$ cat config.mk
export PLATFORM = sky130hd
export DESIGN_NAME = cpu_alu
export DESIGN_NICKNAME = d
export VERILOG_FILES = /design/src/cpu_types_pkg.sv /design/src/rv_isa_pkg.sv /design/src/cpu_alu.sv
export VERILOG_INCLUDE_DIRS = /design/src /design/src/src
export SDC_FILE = /design/constraint.sdc
export NUM_CORES = 1
export LEC_CHECK = 0
export BUFFER_PORTS_ARGS = -buffer_cell sky130_fd_sc_hd__buf_4
export CAP_MARGIN = 0
export CORE_MARGIN = 5
export CORE_UTILIZATION = 62
export DETAILED_ROUTE_END_ITERATION = 10
export GPL_TIMING_DRIVEN = 0
export PLACE_DENSITY = 0.94
export SYNTH_ARGS = -nofsm -noshare
export SYNTH_HDL_FRONTEND = slang
export SYNTH_SLANG_ARGS = --single-unit
$ cat constraint.sdc
create_clock -name vclk -period 13
set_input_delay 3.25 -clock vclk [all_inputs]
set_output_delay 3.25 -clock vclk [all_outputs]
set_load 0.1 [all_outputs]
$ cat src/cpu_cfg.svh
`ifndef CPU_CFG_SVH
`define CPU_CFG_SVH

// datapath and instruction tag widths
`define CPU_XLEN 32
`define CPU_TAG_WIDTH 8
`define CPU_REG_INDEX_WIDTH 5

// the divider retires CPU_DIV_BITS_PER_STAGE quotient bits in each of its stages,
// so the product of these two must equal CPU_XLEN
`define CPU_DIV_STAGES 8
`define CPU_DIV_BITS_PER_STAGE 4

`endif

$ cat src/cpu_types_pkg.sv
`include "cpu_cfg.svh"

package cpu_types_pkg;

	typedef logic [`CPU_XLEN-1:0] word_t;
	typedef logic [2*`CPU_XLEN-1:0] dword_t;
	typedef logic [`CPU_TAG_WIDTH-1:0] tag_t;
	typedef logic [`CPU_REG_INDEX_WIDTH-1:0] reg_index_t;

	// access size in bytes, 0 when no access is made
	typedef logic [2:0] mem_width_t;

	typedef enum logic [1:0] {
		IDLE,
		MUL_WAIT,
		DIV_WAIT
	} exec_state_t;

endpackage

$ cat src/rv_isa_pkg.sv
package rv_isa_pkg;

	typedef enum logic [6:0] {
		OP     = 7'b0110011,
		OP_IMM = 7'b0010011,
		LUI    = 7'b0110111,
		AUIPC  = 7'b0010111,
		JAL    = 7'b1101111,
		JALR   = 7'b1100111,
		BRANCH = 7'b1100011,
		LOAD   = 7'b0000011,
		STORE  = 7'b0100011
	} opcode_t;

	typedef enum logic [2:0] {
		BEQ  = 3'b000,
		BNE  = 3'b001,
		BLT  = 3'b100,
		BGE  = 3'b101,
		BLTU = 3'b110,
		BGEU = 3'b111
	} branch_funct3_t;

	// stores share the byte, half and word encodings with loads
	typedef enum logic [2:0] {
		MEM_B  = 3'b000,
		MEM_H  = 3'b001,
		MEM_W  = 3'b010,
		MEM_BU = 3'b100,
		MEM_HU = 3'b101
	} mem_funct3_t;

	typedef enum logic [2:0] {
		MUL    = 3'b000,
		MULH   = 3'b001,
		MULHSU = 3'b010,
		MULHU  = 3'b011,
		DIV    = 3'b100,
		DIVU   = 3'b101,
		REM    = 3'b110,
		REMU   = 3'b111
	} m_funct3_t;

	typedef enum logic [6:0] {
		F7_ALT    = 7'b0100000,
		F7_MULDIV = 7'b0000001
	} funct7_t;

	// the low three bits follow funct3 of the OP group, so most ops decode directly
	typedef enum logic [3:0] {
		ADD  = 4'd0,
		SLL  = 4'd1,
		SLT  = 4'd2,
		SLTU = 4'd3,
		XOR  = 4'd4,
		SRL  = 4'd5,
		OR   = 4'd6,
		AND  = 4'd7,
		SUB  = 4'd8,
		EQ   = 4'd9,
		NE   = 4'd10,
		GE   = 4'd11,
		GEU  = 4'd12,
		SRA  = 4'd13
	} alu_op_t;

endpackage

$ cat src/cpu_alu.sv
`timescale 1ns/100ps

module cpu_alu (
	input rv_isa_pkg::alu_op_t i_op,
	input cpu_types_pkg::word_t i_op1,
	input cpu_types_pkg::word_t i_op2,
	output cpu_types_pkg::word_t o_result
);

	logic [4:0] shift_amount;
	logic less_signed;
	logic less_unsigned;

	assign shift_amount = i_op2[4:0];
	assign less_signed = $signed(i_op1) < $signed(i_op2);
	assign less_unsigned = i_op1 < i_op2;

	always_comb begin
		case (i_op)
			rv_isa_pkg::ADD: o_result = i_op1 + i_op2;
			rv_isa_pkg::SUB: o_result = i_op1 - i_op2;
			rv_isa_pkg::SLL: o_result = i_op1 << shift_amount;
			rv_isa_pkg::SRL: o_result = i_op1 >> shift_amount;
			rv_isa_pkg::SRA: o_result = $signed(i_op1) >>> shift_amount;
			rv_isa_pkg::XOR: o_result = i_op1 ^ i_op2;
			rv_isa_pkg::OR: o_result = i_op1 | i_op2;
			rv_isa_pkg::AND: o_result = i_op1 & i_op2;
			// compares and branch conditions give a single bit
			rv_isa_pkg::SLT: o_result = cpu_types_pkg::word_t'(less_signed);
			rv_isa_pkg::SLTU: o_result = cpu_types_pkg::word_t'(less_unsigned);
			rv_isa_pkg::GE: o_result = cpu_types_pkg::word_t'(!less_signed);
			rv_isa_pkg::GEU: o_result = cpu_types_pkg::word_t'(!less_unsigned);
			rv_isa_pkg::EQ: o_result = cpu_types_pkg::word_t'(i_op1 == i_op2);
			rv_isa_pkg::NE: o_result = cpu_types_pkg::word_t'(i_op1 != i_op2);
			default: o_result = '0;
		endcase
	end

endmodule

==> flow_metrics.tcl, run 1 <==
set metrics [dict create \
    status "complete, no violations" \
    place_congestion 1.19 \
    die_width_um 131 \
    diodes 0 \
    first_iter_violations 2204 \
    num-fill-cells 1306 \
    path_max_fanout 11 \
    die-area_um2 17200 \
    via_count 12100 \
    final_cells 1595 \
    grt_pass1_vias 11200 \
    start_util_pct 62.8 \
    synth_top_area_share_pct 14.2 \
    synth_warnings 0 \
    p_sw_w 0.000392 \
    finalSetupViolCount 0 \
    clkbuf_count 0 \
    ant_nets 0 \
    grt_pass1_wl_mm 64.4 \
    switching_share_pct 68.9 \
    grt.total_usage_pct 46.1 \
    cap_violations 0 \
    p_seq_share_pct 0 \
    dp.cells 1595 \
    seq_cells 0 \
    grt_antenna_before_repair 0 \
    hp-start "i_op2[6]" \
    fp.coreArea_um2 14500 \
    critical_path_class "primary input to output pin" \
    hold_buffers 0 \
    finish.instance_area_um2 10100 \
    grt_start_max_net_pins 13 \
    placedInstanceArea_um2 10100 \
    yosysSeqAreaShare_pct 0 \
    num-nets-final 1586 \
    critPathLaunchType "primary input" \
    tns_ps 0 \
    post_synth_most_frequent_cells "nor2_1 (141), a21oi_1 (130), nand2_1 (126)" \
    io_pins 100 \
    worstPathRequired_ps 9750 \
    rsz0062_at_grt "no" \
    synth_fp_nets 1484 \
    worst_pin_slew_ps 1210 \
    rows 44 \
    io_buffers 100 \
    finalHoldViolCount 0 \
    vias_per_cell 7.57 \
    min_period_over_period_pct 92.9 \
    avgSynthCellArea_um2 6.94 \
    vdd_drop_max_uv 57.0 \
    dp.final_hpwl_mm 33.7 \
    cp.arrival_ps 8830 \
    drc 0 \
    synth_top_cell_by_area "ha_1" \
    internal_power_w 0.000177 \
    overflow 0 \
    drive_above_1_share_pct 16.7 \
    die_h_um 131 \
    holdPathStages 5 \
    post_drt_wl_per_cell_um 26.9 \
    ctsResizeCount 0 \
    power.share.clock_pct 0 \
    post_cts_buffers 0 \
    p_leak_nw 4.43 \
    wl_mm 42.9 \
    maxSlewViolCount 0 \
    dr.pass1.iters 7 \
    slew_headroom_pct 18.6 \
    synth.most_common_cell "nor2_1" \
    min_period_ps 12080 \
    holdPathEnd "o_result[6]" \
    min_path_type "primary input to output pin" \
    syn-cell-area_um2 9100 \
    p_per_area_nw_per_um2 56.4 \
    synth.area.top_cells "ha_1 (14%), mux4_2 (12%), a21oi_1 (7.2%)" \
    endpoint_kind "output pin" \
    netlist_instances 1311 \
    area_delta_synth_final_pct 10.8 \
    clock.fmax_mhz 82.8 \
    multi_input_area_um2 8240 \
    synth.distinct_cells 84 \
    ff_latch_area_um2 0 \
    pwr-share-comb_pct 100.0 \
]
[final cells by class]
class | instances | share of cell area, %
buffer | 99 | 4.81
inverter | 98 | 3.65
tap | 184 | 2.28
multi-input combinational | 1114 | 81.8
timing repair buffer | 100 | 7.45
[cells by family after synthesis]
logic type      count (synthesis)  synth area share [%]
xor+xnor                        9                 0.867
buf+inv                       197                  9.37
mux                           121                  20.2
fa+ha+maj                     105                  14.6
compound gates                479                  35.3
simple gates                  400                  19.6
[how the worst max path moves through the flow]
| stage | depth (start not counted) | slack [ps] | end | startpoint |
|---|---|---|---|---|
| after global placement | 17 | 1440 | o_result[26] | i_op2[3] |
| after global routing | 17 | 1040 | o_result[26] | i_op2[3] |
| after CTS | 17 | 1320 | o_result[26] | i_op2[3] |
| after detailed placement | 17 | 1360 | o_result[26] | i_op2[3] |
| final | 17 | 920 | o_result[26] | i_op2[3] |
| after floorplan | 15 | 840 | o_result[28] | i_op2[2] |
[through the flow]
step                setup WS [ps]  total power [W]  util [%]  hold slack (ps)
floorplan                     839         0.000386         -             7290
global placement             1440         0.000537      69.6             7190
detailed placement           1360         0.000542      69.6             7200
CTS                          1320         0.000544      69.6             7200
global route                 1040         0.000590      69.6             7230
finish                        917         0.000569      69.6             7200
[metal layers]
layer | share of wire [%] | wire length, µm | vias to the layer above | global-route usage (%)
met4 | 8.3 | 3580 | 0 | 27.8
met2 | 42 | 17800 | 1212 | 70.4
met5 | 0 | 0 | - | 0
li1 | - | - | 5091 | -
met3 | 16 | 6890 | 314 | 9.02
met1 | 34 | 14600 | 5457 | 60.1
[worst max-delay path, cell delays in order]
cell	delay, ps
buf_4	130
clkbuf_1	280
inv_1	340
clkbuf_1	520
buf_1	450
buf_1	670
ha_1	430
inv_1	200
o2111ai_1	180
o211ai_1	280
nand3_1	140
a221oi_1	540
o21ai_2	270
o31a_1	310
o221a_2	260
o21ai_1	210
buf_4	330
[placed cells by master, fill, tap and decap left out, drive strengths merged, types with 47 or more instances in the layout]
cell    instances
ha            103
clkbuf         57
inv            97
buf           142
mux4           47
mux2i          53
a21oi         134
nor2          142
o21ai         112
nand2         126
[power by group through the flow]
stage	Sequential, W	Combinational (W)	Clock (W)
3_5_place_dp	0	0.000542	0
4_1_cts	0	0.000544	0
6_report	0	0.000569	0
3_3_place_gp	0	0.000537	0
5_1_grt	0	0.000590	0
2_1_floorplan	0	0.000386	0
(Power assumes the default switching activity.)
==> run 2: changes to the inputs <==
--- a/config.mk
+++ b/config.mk
@@ -8,11 +8,13 @@
 export LEC_CHECK = 0
 export BUFFER_PORTS_ARGS = -buffer_cell sky130_fd_sc_hd__buf_4
 export CAP_MARGIN = 0
+export CELL_PAD_IN_SITES_DETAIL_PLACEMENT = 2
+export CELL_PAD_IN_SITES_GLOBAL_PLACEMENT = 2
 export CORE_MARGIN = 5
-export CORE_UTILIZATION = 62
+export CORE_UTILIZATION = 38
 export DETAILED_ROUTE_END_ITERATION = 10
 export GPL_TIMING_DRIVEN = 0
-export PLACE_DENSITY = 0.94
+export PLACE_DENSITY = 0.95
 export SYNTH_ARGS = -nofsm -noshare
 export SYNTH_HDL_FRONTEND = slang
 export SYNTH_SLANG_ARGS = --single-unit
==> run 2 against run 1 <==
Effect of this change:
- largest power group unchanged
- first-iteration DRC count decreased by 32%
- largest cell class unchanged
- non-clock buffer count unchanged
- critical path type unchanged
- critical endpoint unchanged
- global-route usage down 6.5 points
- utilization down 26 points
- maximum frequency is 0.54% lower
- sequential share of layout area is the same
- via count up 2.4%
- wire length rose by 28%
- clock-buffer cell count stayed put
==> flow_metrics.tcl, run 2 (synthesis results as in run 1) <==
set metrics [dict create \
    status "complete, no violations" \
    finish.utilization_pct 43.5 \
    critical_path_class "primary input to output pin" \
    place_congestion 1.06 \
    wl_mm 55.1 \
    grt.total_usage_pct 39.6 \
    io_pins 100 \
    post_drt_wl_per_cell_um 31.9 \
    cpMaxStageDelayCell "buf_1" \
    worstPathRequired_ps 9750 \
    clkbuf_count 0 \
    overflow 0 \
    ff_latch_area_um2 0 \
    grt_antenna_before_repair 0 \
    dp_slack_ps 1070 \
    clock.fmax_mhz 82.3 \
    p_per_area_nw_per_um2 59.2 \
    critPathLaunchType "primary input" \
    pwr-share-comb_pct 100.0 \
    min_path_type "primary input to output pin" \
    cp.arrival_ps 8900 \
    via_count 12400 \
    max_stage_delay_ps 560 \
    seq_cells 0 \
    finalHoldViolCount 0 \
    min_period_ps 12150 \
    holdPathStages 5 \
    ctsResizeCount 0 \
    drc 0 \
    finalSetupViolCount 0 \
    rows 56 \
    ant_nets 0 \
    vdd_drop_max_uv 48.5 \
    switching_share_pct 70.6 \
    die_h_um 165 \
    io_buffers 100 \
    die-area_um2 27100 \
    holdPathEnd "o_result[6]" \
    vias_per_cell 7.15 \
    p_sw_w 0.000428 \
    dr.pass1.iters 5 \
    endpoint_kind "output pin" \
    cap_violations 0 \
    path_max_fanout 11 \
    power.share.clock_pct 0 \
    grt_start_max_net_pins 13 \
    final.setup.worst_slack_ps 852 \
    hold_buffers 0 \
    cp_cell_sequence "buf_4 -> clkbuf_1 -> inv_1 -> clkbuf_1 -> buf_1 -> buf_1 -> ha_1 -> inv_1 -> o2111ai_1 -> o211ai_1 -> nand3_1 -> a221oi_1 -> o21ai_2 -> o31a_1 -> o221a_2 -> o21ai_1 -> buf_4" \
    post_cts_buffers 0 \
    hp-start "i_op2[6]" \
    slew_headroom_pct 15.1 \
    grt_pass1_wl_mm 82.5 \
    dp.final_hpwl_mm 45.1 \
    tns_ps 0 \
    p_seq_share_pct 0 \
    drive_above_1_share_pct 16.7 \
    maxSlewViolCount 0 \
    rsz0062_at_grt "no" \
    min_period_over_period_pct 93.4 \
    num-nets-final 1586 \
    num-fill-cells 2908 \
    final_cell_mix "nor2_1 (141), a21oi_1 (130), nand2_1 (126)" \
    internal_power_w 0.000178 \
    start_util_pct 38.6 \
    worst_pin_slew_ps 1260 \
    fp.coreArea_um2 23500 \
    die_width_um 165 \
    area_delta_synth_final_pct 12.6 \
    diodes 0 \
    first_iter_violations 1507 \
    grt_pass1_vias 13300 \
    final_common_cell "nor2_1" \
    cp-startpoint "i_op2[3]" \
    p_leak_nw 4.43 \
]
-- run 2: cell counts in the layout (fill, tap and decap cells not counted) --
No cell type changed its count.
-- run 2: power groups by stage --
stage               Sequential [W]  Combinational [W]  Clock [W]
floorplan                        0           0.000386          0
global placement                 0           0.000553          0
detailed placement               0           0.000582          0
CTS                              0           0.000585          0
global route                     0           0.000627          0
finish                           0           0.000606          0
-- run 2: worst max-delay path, delay by kind of cell --
| kind | cells | cell delay, ps |
|---|---|---|
| AOI/OAI and AO/OA | 7 | 2160 |
| adders and majority gates | 1 | 420 |
| buffers and inverters | 8 | 2870 |
| and+or+nand+nor | 1 | 180 |
-- run 2: through the flow --
stage / cell area [µm²] / power, W / std cells / hold WS, ps
2_1_floorplan: 9100 / 0.000386 / 1311 / 7290
3_3_place_gp: 10200 / 0.000553 / 1730 / 7190
3_5_place_dp: 10200 / 0.000582 / 1730 / 7220
4_1_cts: 10200 / 0.000585 / 1730 / 7220
5_1_grt: 10200 / 0.000627 / 1730 / 7260
6_report: 10200 / 0.000606 / 1730 / 7210
-- run 2: how the worst max path moves through the flow --
| stage | end | slack, ps | cells after the start |
|---|---|---|---|
| final | o_result[26] | 850 | 17 |
| after floorplan | o_result[28] | 840 | 15 |
| after detailed placement | o_result[26] | 1070 | 17 |
| after CTS | o_result[26] | 1050 | 17 |
| after global routing | o_result[26] | 750 | 17 |
| after global placement | o_result[26] | 1320 | 17 |
-- run 2: cell type report --
class | instances | area (µm²) | area share, %
plain buffers | 99 | 484 | 4.73
inverters | 98 | 368 | 3.59
multi-input cells | 1114 | 8240 | 80.5
well taps | 319 | 399 | 3.90
repair buffers | 100 | 751 | 7.33
-- run 2: layer usage --
metal / GRT usage (%) / routed length (µm)
met5: 0 / 0
met4: 22.8 / 3910
met3: 7.89 / 5650
met2: 64.2 / 25000
met1: 48.8 / 20600
==> run 3: changes to the inputs <==
--- a/config.mk
+++ b/config.mk
@@ -10,7 +10,6 @@
 export CAP_MARGIN = 0
 export CELL_PAD_IN_SITES_DETAIL_PLACEMENT = 2
 export CELL_PAD_IN_SITES_GLOBAL_PLACEMENT = 2
-export CORE_MARGIN = 5
 export CORE_UTILIZATION = 38
 export DETAILED_ROUTE_END_ITERATION = 10
 export GPL_TIMING_DRIVEN = 0
==> run 3 against run 2 <==
Effect of this change:
- first-iteration DRC count is 28% lower
- global-route usage is 4.5 points higher
- worst hold slack got worse by 19 ps
- wire length increased by 0.12%
- critical path depth unchanged
- clock-buffer cell count is the same
- setup slack got worse by 130 ps
- sequential share of layout area stayed put
- critical path type unchanged
- highest routed layer unchanged
==> flow_metrics.tcl, run 3 (synthesis results as in run 1) <==
set metrics [dict create \
    status "complete, no violations" \
    vias_per_cell 6.94 \
    path_buf_inv 8 \
    drc 0 \
    maxSlewViolCount 0 \
    fp.coreArea_um2 23500 \
    holdPathStages 5 \
    final_cell_mix "nor2_1 (141), a21oi_1 (130), nand2_1 (126)" \
    worstPathRequired_ps 9750 \
    die_width_um 157 \
    cap_violations 0 \
    dp.final_hpwl_mm 44.7 \
    cpMaxStageDelayCell "buf_1" \
    hold_buffers 0 \
    post_cts_buffers 0 \
    final_common_cell "nor2_1" \
    wl_mm 55.2 \
    io_buffers 100 \
    grt_pass1_vias 12200 \
    path_depth 17 \
    clkbuf_count 0 \
    min_path_type "primary input to output pin" \
    io_pins 100 \
    ctsResizeCount 0 \
    area_delta_synth_final_pct 12.7 \
    cp_cell_sequence "buf_4 -> clkbuf_1 -> inv_1 -> clkbuf_1 -> buf_1 -> buf_1 -> ha_1 -> inv_1 -> o2111ai_1 -> o211ai_1 -> nand3_1 -> a221oi_1 -> o21ai_2 -> o31a_1 -> o221a_2 -> o21ai_1 -> buf_4" \
    ant_nets 0 \
    start_util_pct 38.8 \
    die_h_um 157 \
    critPathLaunchType "primary input" \
    grt.total_usage_pct 44.1 \
    critPathTopFamily "buffers and inverters" \
    critical_path_class "primary input to output pin" \
    max_stage_delay_ps 650 \
    grt_antenna_before_repair 2 \
    clock.fmax_mhz 81.5 \
    cp-startpoint "i_op2[3]" \
    post_drt_wl_per_cell_um 31.9 \
    endpoint "o_result[26]" \
    overflow 0 \
    via_count 12000 \
    hp-start "i_op2[6]" \
    rows 56 \
    first_iter_violations 1090 \
    grt_start_max_net_pins 13 \
    dr.pass1.iters 5 \
    grt_pass1_wl_mm 80.0 \
    path_max_fanout 11 \
    place_congestion 1.08 \
    cp.arrival_ps 9030 \
    placedInstanceArea_um2 10200 \
    rsz0062_at_grt "no" \
    ff_latch_area_um2 0 \
    tns_ps 0 \
    endpoint_kind "output pin" \
    finalSetupViolCount 0 \
    drive_above_1_share_pct 16.7 \
    finish.instance_area_um2 10200 \
    die-area_um2 24600 \
    min_period_ps 12280 \
    min_period_over_period_pct 94.4 \
    num-nets-final 1586 \
    finalHoldViolCount 0 \
    slew_headroom_pct 14.8 \
    seq_cells 0 \
    worst_pin_slew_ps 1270 \
]
run 3: cell types whose count changed in the layout (fill, tap and decap cells not counted):
cell     delta
diode_2     +1
run 3: routing by layer:
| layer | global-route usage, % | wire length (µm) | up-vias |
|---|---|---|---|
| met4 | 25.1 | 3550 | 0 |
| li1 | - | - | 5080 |
| met5 | 0 | 0 | - |
| met3 | 8.09 | 5370 | 221 |
| met2 | 71.3 | 24800 | 739 |
| met1 | 54.9 | 21500 | 5976 |
run 3: worst min-delay path by stage:
stage / slack, ps / to
final: 7200 / o_result[6]
after global placement: 7190 / o_result[6]
after detailed placement: 7200 / o_result[6]
after CTS: 7200 / o_result[6]
after floorplan: 7290 / o_result[29]
after global routing: 7220 / o_result[6]
run 3: final cells by class:
| cell class | instances | area [µm²] |
|---|---|---|
| Antenna cell | 1 | 2.50 |
| Buffer | 99 | 484 |
| Multi-Input combinational cell | 1114 | 8240 |
| Timing Repair Buffer | 100 | 751 |
| Inverter | 98 | 368 |
| Tap cell | 319 | 399 |
| Fill cell | 2886 | 13200 |
run 3: through the flow:
stage               utilization [%]  worst slack (ps)  cells  hold WS [ps]
floorplan                         -               839   1311          7290
global placement               43.7               961   1730          7190
detailed placement             43.7               905   1730          7200
CTS                            43.7               914   1730          7200
global route                   43.7               658   1730          7220
finish                         43.7               724   1731          7200
